<file path="src/hdl/beam_pkg.sv">
package beam_pkg;

    // array geometry
    localparam int NCHAN = 8;
    localparam int NSAMP = 4;
    localparam int NBITS = 5;

    // datapath widths
    localparam int SB_BITS = 7;
    localparam int BEAM_BITS = 9;
    localparam int POWER_BITS = 18;

    localparam int NBEAMS = 4;
    localparam int NTHRESH = 2;

    // sample words kept per channel, newest included
    localparam int STORE_DEPTH = 2;

    localparam int NUM_LEFT_ADDERS = 2;
    localparam int NUM_RIGHT_ADDERS = 2;
    localparam int NUM_TOP_ADDERS = 2;

    typedef logic signed [NBITS-1:0] sample_t;
    typedef logic [NSAMP*NBITS-1:0] sample_word_t;
    typedef logic [NSAMP*SB_BITS-1:0] sb_word_t;
    typedef logic [POWER_BITS-1:0] power_t;
    typedef logic [POWER_BITS-1:0] thresh_t;

    // antennas feeding each adder type
    localparam int LEFT_CHANNELS[0:2] = '{5, 6, 7};
    localparam int RIGHT_CHANNELS[0:2] = '{1, 2, 3};
    localparam int TOP_CHANNELS[0:1] = '{0, 4};

    // tap delay in samples per adder and input, 0 to NSAMP
    localparam int LEFT_DELAYS[0:NUM_LEFT_ADDERS-1][0:2] = '{
        '{0, 1, 2},
        '{2, 1, 0}
    };
    localparam int RIGHT_DELAYS[0:NUM_RIGHT_ADDERS-1][0:2] = '{
        '{0, 2, 4},
        '{4, 2, 0}
    };
    localparam int TOP_DELAYS[0:NUM_TOP_ADDERS-1][0:1] = '{
        '{0, 0},
        '{3, 1}
    };

    // left, right and top adder used by each beam
    localparam int BEAM_INDICES[0:NBEAMS-1][0:2] = '{
        '{0, 0, 0},
        '{0, 1, 1},
        '{1, 0, 1},
        '{1, 1, 0}
    };

    // lowest bit of the window that ends delay samples before the newest one
    function automatic int tap_lsb(input int delay);
        return ((STORE_DEPTH - 1) * NSAMP - delay) * NBITS;
    endfunction

endpackage

</file>
<file path="src/hdl/sample_store.sv">
`timescale 1ns/1ps

module sample_store
    import beam_pkg::*;
(
    input  logic                           clk_i,
    input  logic                           reset_i,
    input  sample_word_t                   dat_i,
    output sample_word_t [STORE_DEPTH-1:0] store_o
);

    // word STORE_DEPTH-1 is the newest, word 0 the oldest
    sample_word_t [STORE_DEPTH-1:0] hist_q;

    always_ff @(posedge clk_i) begin
        if (reset_i) begin
            hist_q <= '0;
        end else begin
            hist_q[STORE_DEPTH-1] <= dat_i;
            for (int i = 0; i < STORE_DEPTH - 1; i++) begin
                hist_q[i] <= hist_q[i+1];
            end
        end
    end

    // flat view keeps samples in time order from low to high bits,
    // so a tap window can run across a word boundary
    assign store_o = hist_q;

endmodule

</file>
<file path="src/hdl/sub_beam.sv">
`timescale 1ns/1ps

module sub_beam
    import beam_pkg::*;
(
    input  logic         clk_i,
    input  sample_word_t cha_i,
    input  sample_word_t chb_i,
    input  sample_word_t chc_i,
    output sb_word_t     dat_o
);

    sb_word_t sum_d;
    sb_word_t sum_q;

    // three 5-bit samples never overflow 7 bits
    always_comb begin
        logic signed [SB_BITS-1:0] acc;
        sample_t                   a;
        sample_t                   b;
        sample_t                   c;
        for (int s = 0; s < NSAMP; s++) begin
            a = cha_i[s*NBITS +: NBITS];
            b = chb_i[s*NBITS +: NBITS];
            c = chc_i[s*NBITS +: NBITS];
            acc = a + b + c;
            sum_d[s*SB_BITS +: SB_BITS] = acc;
        end
    end

    always_ff @(posedge clk_i) begin
        sum_q <= sum_d;
    end

    assign dat_o = sum_q;

endmodule

</file>
<file path="src/hdl/beam_power.sv">
`timescale 1ns/1ps

module beam_power
    import beam_pkg::*;
(
    input  logic     clk_i,
    input  sb_word_t left_i,
    input  sb_word_t right_i,
    input  sb_word_t top_i,
    output power_t   power_o
);

    logic signed [BEAM_BITS-1:0] beam_d [NSAMP];
    logic signed [BEAM_BITS-1:0] beam_q [NSAMP];
    power_t                      power_d;
    power_t                      power_q;

    // stage one: beam sample is the sum of the three sub-beams
    always_comb begin
        logic signed [SB_BITS-1:0] l;
        logic signed [SB_BITS-1:0] r;
        logic signed [SB_BITS-1:0] t;
        for (int s = 0; s < NSAMP; s++) begin
            l = left_i[s*SB_BITS +: SB_BITS];
            r = right_i[s*SB_BITS +: SB_BITS];
            t = top_i[s*SB_BITS +: SB_BITS];
            beam_d[s] = l + r + t;
        end
    end

    always_ff @(posedge clk_i) begin
        for (int s = 0; s < NSAMP; s++) begin
            beam_q[s] <= beam_d[s];
        end
    end

    // stage two: squares are never negative, so the sum is taken unsigned
    always_comb begin
        logic signed [2*BEAM_BITS-1:0] sq;
        power_d = '0;
        for (int s = 0; s < NSAMP; s++) begin
            sq = beam_q[s] * beam_q[s];
            power_d = power_d + power_t'(sq);
        end
    end

    always_ff @(posedge clk_i) begin
        power_q <= power_d;
    end

    assign power_o = power_q;

endmodule

</file>
<file path="src/hdl/threshold_ctrl.sv">
`timescale 1ns/1ps

module threshold_ctrl
    import beam_pkg::*;
(
    input  logic                      clk_i,
    input  logic                      reset_i,
    input  thresh_t [NTHRESH-1:0]     thresh_i,
    input  logic [NTHRESH-1:0]        thresh_wr_i,
    input  logic [NTHRESH-1:0]        thresh_update_i,
    input  power_t [NBEAMS-1:0]       power_i,
    output logic [NTHRESH*NBEAMS-1:0] trigger_o
);

    thresh_t                   stage_q [NTHRESH];
    thresh_t                   active_q [NTHRESH];
    logic [NTHRESH*NBEAMS-1:0] trigger_q;

    // an update on the same edge as a write takes the previous staging value
    always_ff @(posedge clk_i) begin
        if (reset_i) begin
            for (int k = 0; k < NTHRESH; k++) begin
                stage_q[k] <= '1;
                active_q[k] <= '1;
            end
        end else begin
            for (int k = 0; k < NTHRESH; k++) begin
                if (thresh_wr_i[k]) begin
                    stage_q[k] <= thresh_i[k];
                end
                if (thresh_update_i[k]) begin
                    active_q[k] <= stage_q[k];
                end
            end
        end
    end

    // bit k*NBEAMS+b is beam b against threshold k
    always_ff @(posedge clk_i) begin
        if (reset_i) begin
            trigger_q <= '0;
        end else begin
            for (int k = 0; k < NTHRESH; k++) begin
                for (int b = 0; b < NBEAMS; b++) begin
                    trigger_q[k*NBEAMS + b] <= (power_i[b] > active_q[k]);
                end
            end
        end
    end

    assign trigger_o = trigger_q;

endmodule

</file>
<file path="src/hdl/beamform_trigger.sv">
`timescale 1ns/1ps

module beamform_trigger
    import beam_pkg::*;
(
    input  logic                      clk_i,
    input  logic                      reset_i,
    input  sample_word_t [NCHAN-1:0]  data_i,
    input  thresh_t [NTHRESH-1:0]     thresh_i,
    input  logic [NTHRESH-1:0]        thresh_wr_i,
    input  logic [NTHRESH-1:0]        thresh_update_i,
    output logic [NTHRESH*NBEAMS-1:0] trigger_o
);

    // per-channel history, oldest sample in the low bits
    logic [STORE_DEPTH*NSAMP*NBITS-1:0] store [NCHAN];

    sb_word_t left_sb [NUM_LEFT_ADDERS];
    sb_word_t right_sb [NUM_RIGHT_ADDERS];
    sb_word_t top_sb [NUM_TOP_ADDERS];

    power_t [NBEAMS-1:0] beam_pwr;

    generate
        for (genvar ch = 0; ch < NCHAN; ch++) begin : g_store
            sample_store u_store (
                .clk_i   (clk_i),
                .reset_i (reset_i),
                .dat_i   (data_i[ch]),
                .store_o (store[ch])
            );
        end

        // left triplets
        for (genvar l = 0; l < NUM_LEFT_ADDERS; l++) begin : g_left
            sample_word_t tap [3];
            for (genvar c = 0; c < 3; c++) begin : g_tap
                assign tap[c] =
                    store[LEFT_CHANNELS[c]][tap_lsb(LEFT_DELAYS[l][c]) +: NSAMP*NBITS];
            end
            sub_beam u_sb (
                .clk_i (clk_i),
                .cha_i (tap[0]),
                .chb_i (tap[1]),
                .chc_i (tap[2]),
                .dat_o (left_sb[l])
            );
        end

        // right triplets
        for (genvar r = 0; r < NUM_RIGHT_ADDERS; r++) begin : g_right
            sample_word_t tap [3];
            for (genvar c = 0; c < 3; c++) begin : g_tap
                assign tap[c] =
                    store[RIGHT_CHANNELS[c]][tap_lsb(RIGHT_DELAYS[r][c]) +: NSAMP*NBITS];
            end
            sub_beam u_sb (
                .clk_i (clk_i),
                .cha_i (tap[0]),
                .chb_i (tap[1]),
                .chc_i (tap[2]),
                .dat_o (right_sb[r])
            );
        end

        // top doublets, third adder input is unused
        for (genvar t = 0; t < NUM_TOP_ADDERS; t++) begin : g_top
            sample_word_t tap [2];
            for (genvar c = 0; c < 2; c++) begin : g_tap
                assign tap[c] =
                    store[TOP_CHANNELS[c]][tap_lsb(TOP_DELAYS[t][c]) +: NSAMP*NBITS];
            end
            sub_beam u_sb (
                .clk_i (clk_i),
                .cha_i (tap[0]),
                .chb_i (tap[1]),
                .chc_i ('0),
                .dat_o (top_sb[t])
            );
        end

        // sub-beams go straight to the beams with no extra offset
        for (genvar b = 0; b < NBEAMS; b++) begin : g_beam
            beam_power u_power (
                .clk_i   (clk_i),
                .left_i  (left_sb[BEAM_INDICES[b][0]]),
                .right_i (right_sb[BEAM_INDICES[b][1]]),
                .top_i   (top_sb[BEAM_INDICES[b][2]]),
                .power_o (beam_pwr[b])
            );
        end
    endgenerate

    threshold_ctrl u_ctrl (
        .clk_i           (clk_i),
        .reset_i         (reset_i),
        .thresh_i        (thresh_i),
        .thresh_wr_i     (thresh_wr_i),
        .thresh_update_i (thresh_update_i),
        .power_i         (beam_pwr),
        .trigger_o       (trigger_o)
    );

endmodule

</file>
<file path="config.mk">
export PLATFORM = sky130hd
export DESIGN_NAME = beamform_trigger
export DESIGN_NICKNAME = d
export VERILOG_FILES = /design/src/hdl/beam_pkg.sv /design/src/hdl/sample_store.sv /design/src/hdl/sub_beam.sv /design/src/hdl/beam_power.sv /design/src/hdl/threshold_ctrl.sv /design/src/hdl/beamform_trigger.sv
export SDC_FILE = /design/constraint.sdc
export NUM_CORES = 2
export LEC_CHECK = 0
export ABC_AREA = 1
export BUFFER_PORTS_ARGS = -buffer_cell sky130_fd_sc_hd__buf_2
export CAP_MARGIN = 10
export CORE_MARGIN = 2
export CORE_UTILIZATION = 35
export CTS_BUF_LIST = sky130_fd_sc_hd__clkbuf_4 sky130_fd_sc_hd__clkbuf_8
export DETAILED_ROUTE_END_ITERATION = 10
export MAX_ROUTING_LAYER = met4
export PLACE_DENSITY = 0.61
export SYNTH_ARGS = -nofsm -noshare
export SYNTH_HDL_FRONTEND = slang
export SYNTH_SLANG_ARGS = --single-unit
</file>
<file path="constraint.sdc">
create_clock -name clk_i -period 8.38 [get_ports clk_i]
set_input_delay 0 -clock clk_i [delete_from_list [all_inputs] [get_ports clk_i]]
set_output_delay 0 -clock clk_i [all_outputs]
set_load 0.01 [all_outputs]
</file>
; Word level (Yosys, flattened, before mapping)
; Memory sizes are Yosys's and may differ from the RTL's.
; Cells that the tools add are included.
[word_totals]
ramBits = 216
ff_bits = 566
memories = 6
[op_classes]
n_bitwise = 4
mul = 16
addsub = 84
mux = 18
order_cmp = 8
[memory_table]
columns = name, words, width, rd, rd_ports_with_merged_regs, wr, line_no
row1 = g_beam[0].u_power.beam_q, 4, 9, 4, 0, 4, beam_power.sv:14  ; logic signed [BEAM_BITS-1:0] beam_q [NSAMP];
row2 = g_beam[1].u_power.beam_q, 4, 9, 4, 0, 4, beam_power.sv:14
row3 = g_beam[2].u_power.beam_q, 4, 9, 4, 0, 4, beam_power.sv:14
row4 = g_beam[3].u_power.beam_q, 4, 9, 4, 0, 4, beam_power.sv:14
row5 = u_ctrl.active_q, 2, 18, 2, 0, 2, threshold_ctrl.sv:16  ; thresh_t active_q [NTHRESH];
row6 = u_ctrl.stage_q, 2, 18, 2, 0, 2, threshold_ctrl.sv:15  ; thresh_t stage_q [NTHRESH];
[op_table]
columns = operator, count
row1 = 9-bit by 9-bit multiplier with 18-bit output, 16
row2 = 18-bit adder, 12
row3 = 5-bit by 5-bit adder with 6-bit output, 24
row4 = 18-bit greater-than comparator, 8
row5 = 7-bit by 7-bit adder with 8-bit output, 16
row6 = 6-bit by 5-bit adder with 7-bit output, 16
row7 = 8-bit by 7-bit adder with 9-bit output, 12
row8 = 18-bit 2-to-1 mux, 4
row9 = 8-bit by 6-bit adder with 9-bit output, 4
row10 = 1-bit 2-to-1 mux, 14
row11 = 1-bit bitwise OR, 4

; Logic depth before layout (Yosys ltp)
; An unclocked memory read counts as a cell.
[depth]
ltp_word = 5
ltp_mapped = 33
ltp_nobuf = 32

; Cells and area by module
; Synthesis repeated with hierarchy kept, for this count alone.
[hier_totals]
hier_cells = 9377
hier_area_um2 = 83605.2
[modules_own_cells]
columns = module, area_each_um2, cells_each, n_inst, seq_area_each_um2
row1 = beam_power (g_beam[3].u_power), 14352.5, 1636, 1, 1081.0
row2 = beam_power (g_beam[1].u_power), 14340.0, 1624, 1, 1081.0
row3 = beam_power (g_beam[0].u_power), 14316.2, 1621, 1, 1081.0
row4 = beam_power (g_beam[2].u_power), 14248.7, 1609, 1, 1081.0
row5 = sub_beam, 1751.7, 176, 6, 560.5
row6 = sample_store, 1146.1, 124, 8, 800.8
row7 = threshold_ctrl, 6665.1, 838, 1, 2322.2
row8 = beamform_trigger, 3.8, 1, 1, 0.0

; Least setup slack after synthesis
; OpenSTA, ideal clock, no wires.
[synth_timing]
kind = register to register
startpoint = memory g_beam[0].u_power.beam_q[0][8]
endpoint = register g_beam[0].u_power.power_q[13]
required_ns = 8.308
arrival_time_ns = 6.192
setup_time_ns = 0.072
path_stages_with_launch = 27
path_buffers = 1
path_slack_ns = 2.115
path_cell_list = dfxtp_1 -> clkbuf_1 -> nand2_1 -> inv_1 -> fa_1 -> inv_1 -> fa_1 -> inv_1 -> fa_1 -> inv_1 -> fa_1 -> inv_1 -> fa_1 -> inv_1 -> fa_1 -> fa_1 -> fa_1 -> inv_1 -> ha_1 -> a21oi_1 -> inv_1 -> a21oi_1 -> nand2_1 -> nand2_1 -> nand2_1 -> a21oi_1 -> xnor2_1
[synth_rtl]
columns = item, line_no
row1 = start: declaration, beam_power.sv:14
row2 = end signal: assignment, beam_power.sv:48  ; power_q <= power_d;
row3 = end: declaration, beam_power.sv:16  ; power_t power_q;

==> impl_metrics.py <==
metrics = {
    "layout": {
        "area_delta_synth_final_pct": 15.7,
        "fin_nets": 11895,
        "drive_gt1_share_pct": 5.62,
        "final_core_util_pct": 40.8,
    },
    "die": {
        "rows": 174,
        "fp.dieH_um": 480,
        "dieArea_sq_um": 231000,
        "fp.dieW_um": 480,
        "io_pins": 210,
        "initial_utilization_pct": 35.3,
        "core_sq_um": 225000,
    },
    "yosys": {
        "synth-edff-count": 72,
        "avgSynthCellArea_sq_um": 9.09,
        "synthTopCellsByArea": "fa_1, dfxtp_1, inv_1",
        "synth_most_common_cell": "inv_1",
        "synth_top_flop_cell": "dfxtp_1",
        "syn_area_sq_um": 79400,
        "synth_seq_cells": 711,
        "post-synth-top-area-fraction_pct": 37.6,
        "yosysSeqAreaShare_pct": 18.8,
        "ys_warn_count": 0,
        "synth.largest_area_cell": "fa_1",
        "yosysUniqueCellTypes": 47,
        "synth_cells": 8730,
        "netlist_top_cells_count": "inv_1, fa_1, nand2_1",
        "synth_async_sr_flop_share_pct": 0,
    },
    "worst_hold_path": {
        "hp-class": "input port to register",
    },
    "grt": {
        "antenna_found_initial": 7,
        "grt_pass1_wl_um": 345000,
        "track_usage_pct": 20.1,
        "first_global_vias": 61001,
        "grt.overflow.total": 0,
        "grt_max_degree": 113,
    },
    "drt": {
        "wl_um": 219000,
        "dr.pass1.iters": 6,
        "drt_iter0_drc": 3344,
        "ant_nets": 0,
        "routed_via_density": 4.50,
        "vias": 56238,
        "wire_per_inst_um": 17.5,
        "drc": 0,
    },
    "clock_tree": {
        "root_buffer": "clkbuf_8",
        "clk_latency_ns": 0.94,
        "clkTransAtPathRegs_ns": 0.07,
        "post_cts_resized": 0,
        "clock_sinks": 711,
        "cts_buffers": 136,
        "cts_tree": "done",
        "cts_setup_buffers": 0,
        "clk_path_buf_depth": 3,
        "htree_num_levels": 4,
    },
    "run": {
        "cap_violations": 0,
    },
    "sta": {
        "finalSetupViolCount": 0,
        "period_share_pct": 84.4,
        "max_slew_margin_pct": 28.5,
        "worst_slew_pin_slew_ns": 1.07,
        "fin_skew_ns": 0.0779,
        "tns_ns": 0,
        "max_freq_ghz": 0.141,
        "min_period_ns": 7.07,
        "rsz0062_at_grt": "no",
        "drv_slew": 0,
        "finalHoldViolations": 0,
    },
    "run_status": {
        "status": "completed",
    },
    "worst_setup_path": {
        "required_ns": 9.18,
        "crit_arrival_ns": 7.87,
        "crit_fanout": 13,
        "startpoint_type": "register",
        "endpoint_kind": "register",
        "reg2reg_slack_ns": 1.31,
        "worstSetupPathType": "register to register",
    },
    "placed_design": {
        "place_congestion": 0.957,
        "dp.final_hpwl_um": 181000,
        "io_buffer_count": 209,
    },
}
## layout make-up
type                            count  area [sq um]
Antenna cell                       10          25.0
Fill cell                       21856        133000
Tap cell                         2992          3740
Sequential cell                   711         15000
Multi-Input combinational cell   5044         53200
Clock inverter                     51           795
Clock buffer                      194          2510
Timing Repair Buffer              712          6070
Inverter                         2796         10500
## flip-flops by register name, summed over array words and instances (netlist names)
name	cells
u_ctrl.trigger_o	8
g_store.u_store.store_o	255
g_beam.u_power.beam_q	144
u_ctrl.active_q	36
g_right.u_sb.dat_o	56
u_ctrl.stage_q	36
g_top.u_sb.dat_o	48
g_beam.u_power.power_o	72
g_left.u_sb.dat_o	56
## metrics by stage
stage                     hold WS, ns  cells  instance area, sq um  worst slack, ns
after floorplan                 0.107   8732                 79400             2.12
after global placement          0.201  11759                 83500             1.39
after detailed placement        0.208  11759                 83500             1.35
after CTS                     0.00905  12500                 91800             1.31
after global routing            0.119  12508                 91800            0.978
final                           0.104  12510                 91800             1.31
## critical path, stage by stage, from the launching register on
cell	delay [ns]
dfxtp_1	0.65
inv_1	0.22
or2_2	0.33
fa_1	0.49
inv_1	0.05
fa_1	0.47
inv_1	0.05
fa_1	0.50
fa_1	0.52
fa_1	0.54
inv_1	0.06
fa_1	0.52
fa_1	0.50
inv_1	0.05
fa_1	0.49
inv_1	0.05
ha_1	0.33
a21oi_1	0.14
o21ai_1	0.11
a21oi_1	0.22
inv_1	0.11
a31oi_1	0.34
nand3b_1	0.17
nand2_1	0.05
## cell usage in the layout, fill, tap and decap left out, types with 5 or more instances in the layout
cell	instances
a211oi_1	5
a21o_1	11
a21oi_1	243
a21oi_2	5
a31oi_1	12
buf_2	208
buf_4	7
bufinv_16	15
clkbuf_4	26
clkbuf_8	168
clkinv_1	6
clkinv_2	12
dfxtp_1	639
diode_2	10
dlygate4sd3_1	496
edfxtp_1	72
fa_1	1489
ha_1	803
inv_1	2786
inv_16	6
inv_2	10
nand2_1	1184
nand2_2	14
nand3_1	149
nand3b_1	13
nand4_1	45
nor2_1	466
nor3_1	21
o211a_1	8
o211ai_1	11
o21a_1	5
o21ai_0	132
o21ai_1	10
o21bai_1	30
o221ai_1	5
or2_2	42
xnor2_1	109
xor2_1	204
## path summary, 6_finish.rpt
path | start | cells after the start | to
worst min register to register | g_store[0].u_store.store_o[32] | 2 | g_store[0].u_store.store_o[12]
worst min-delay path | thresh_wr_i[0] | 3 | u_ctrl.stage_q[0][13]
worst max register to register | g_beam[1].u_power.beam_q[0][8] | 23 | g_beam[1].u_power.power_o[17]
worst max-delay path | g_beam[1].u_power.beam_q[0][8] | 23 | g_beam[1].u_power.power_o[17]
## routing by layer
layer  track usage, %  wire, um  vias up
met5                -         0        -
met4             6.10      7380        0
met3             2.42      9930      292
met2             32.9    105000     1443
met1             26.1     96600    28045
li1                 -         -    26458
## timing repair
item                                    CTS  global route
endpoints found under the hold margin   303             0
hold buffers                            496             0
endpoints found under the setup margin    0             0
## cells by family (layout without fill, tap and decap cells)
| logic type | count (synthesis) | count (layout) | share of synthesized area (%) |
|---|---|---|---|
| muxes | 1 | 1 | 0.0142 |
| other | 1 | 13 | 0.00472 |
| AOI/OAI and AO/OA | 487 | 487 | 3.43 |
| buffers and inverters | 2977 | 3753 | 14.1 |
| DFF | 711 | 711 | 18.8 |
| and+or+nand+nor | 1948 | 1948 | 9.93 |
| adders and majority gates | 2292 | 2292 | 50.2 |
| xor gates and xnor gates | 313 | 313 | 3.45 |
Power is left out: the tool's default activity adds up to more than one toggle a clock period on the data nets, which glitch-free logic cannot reach.
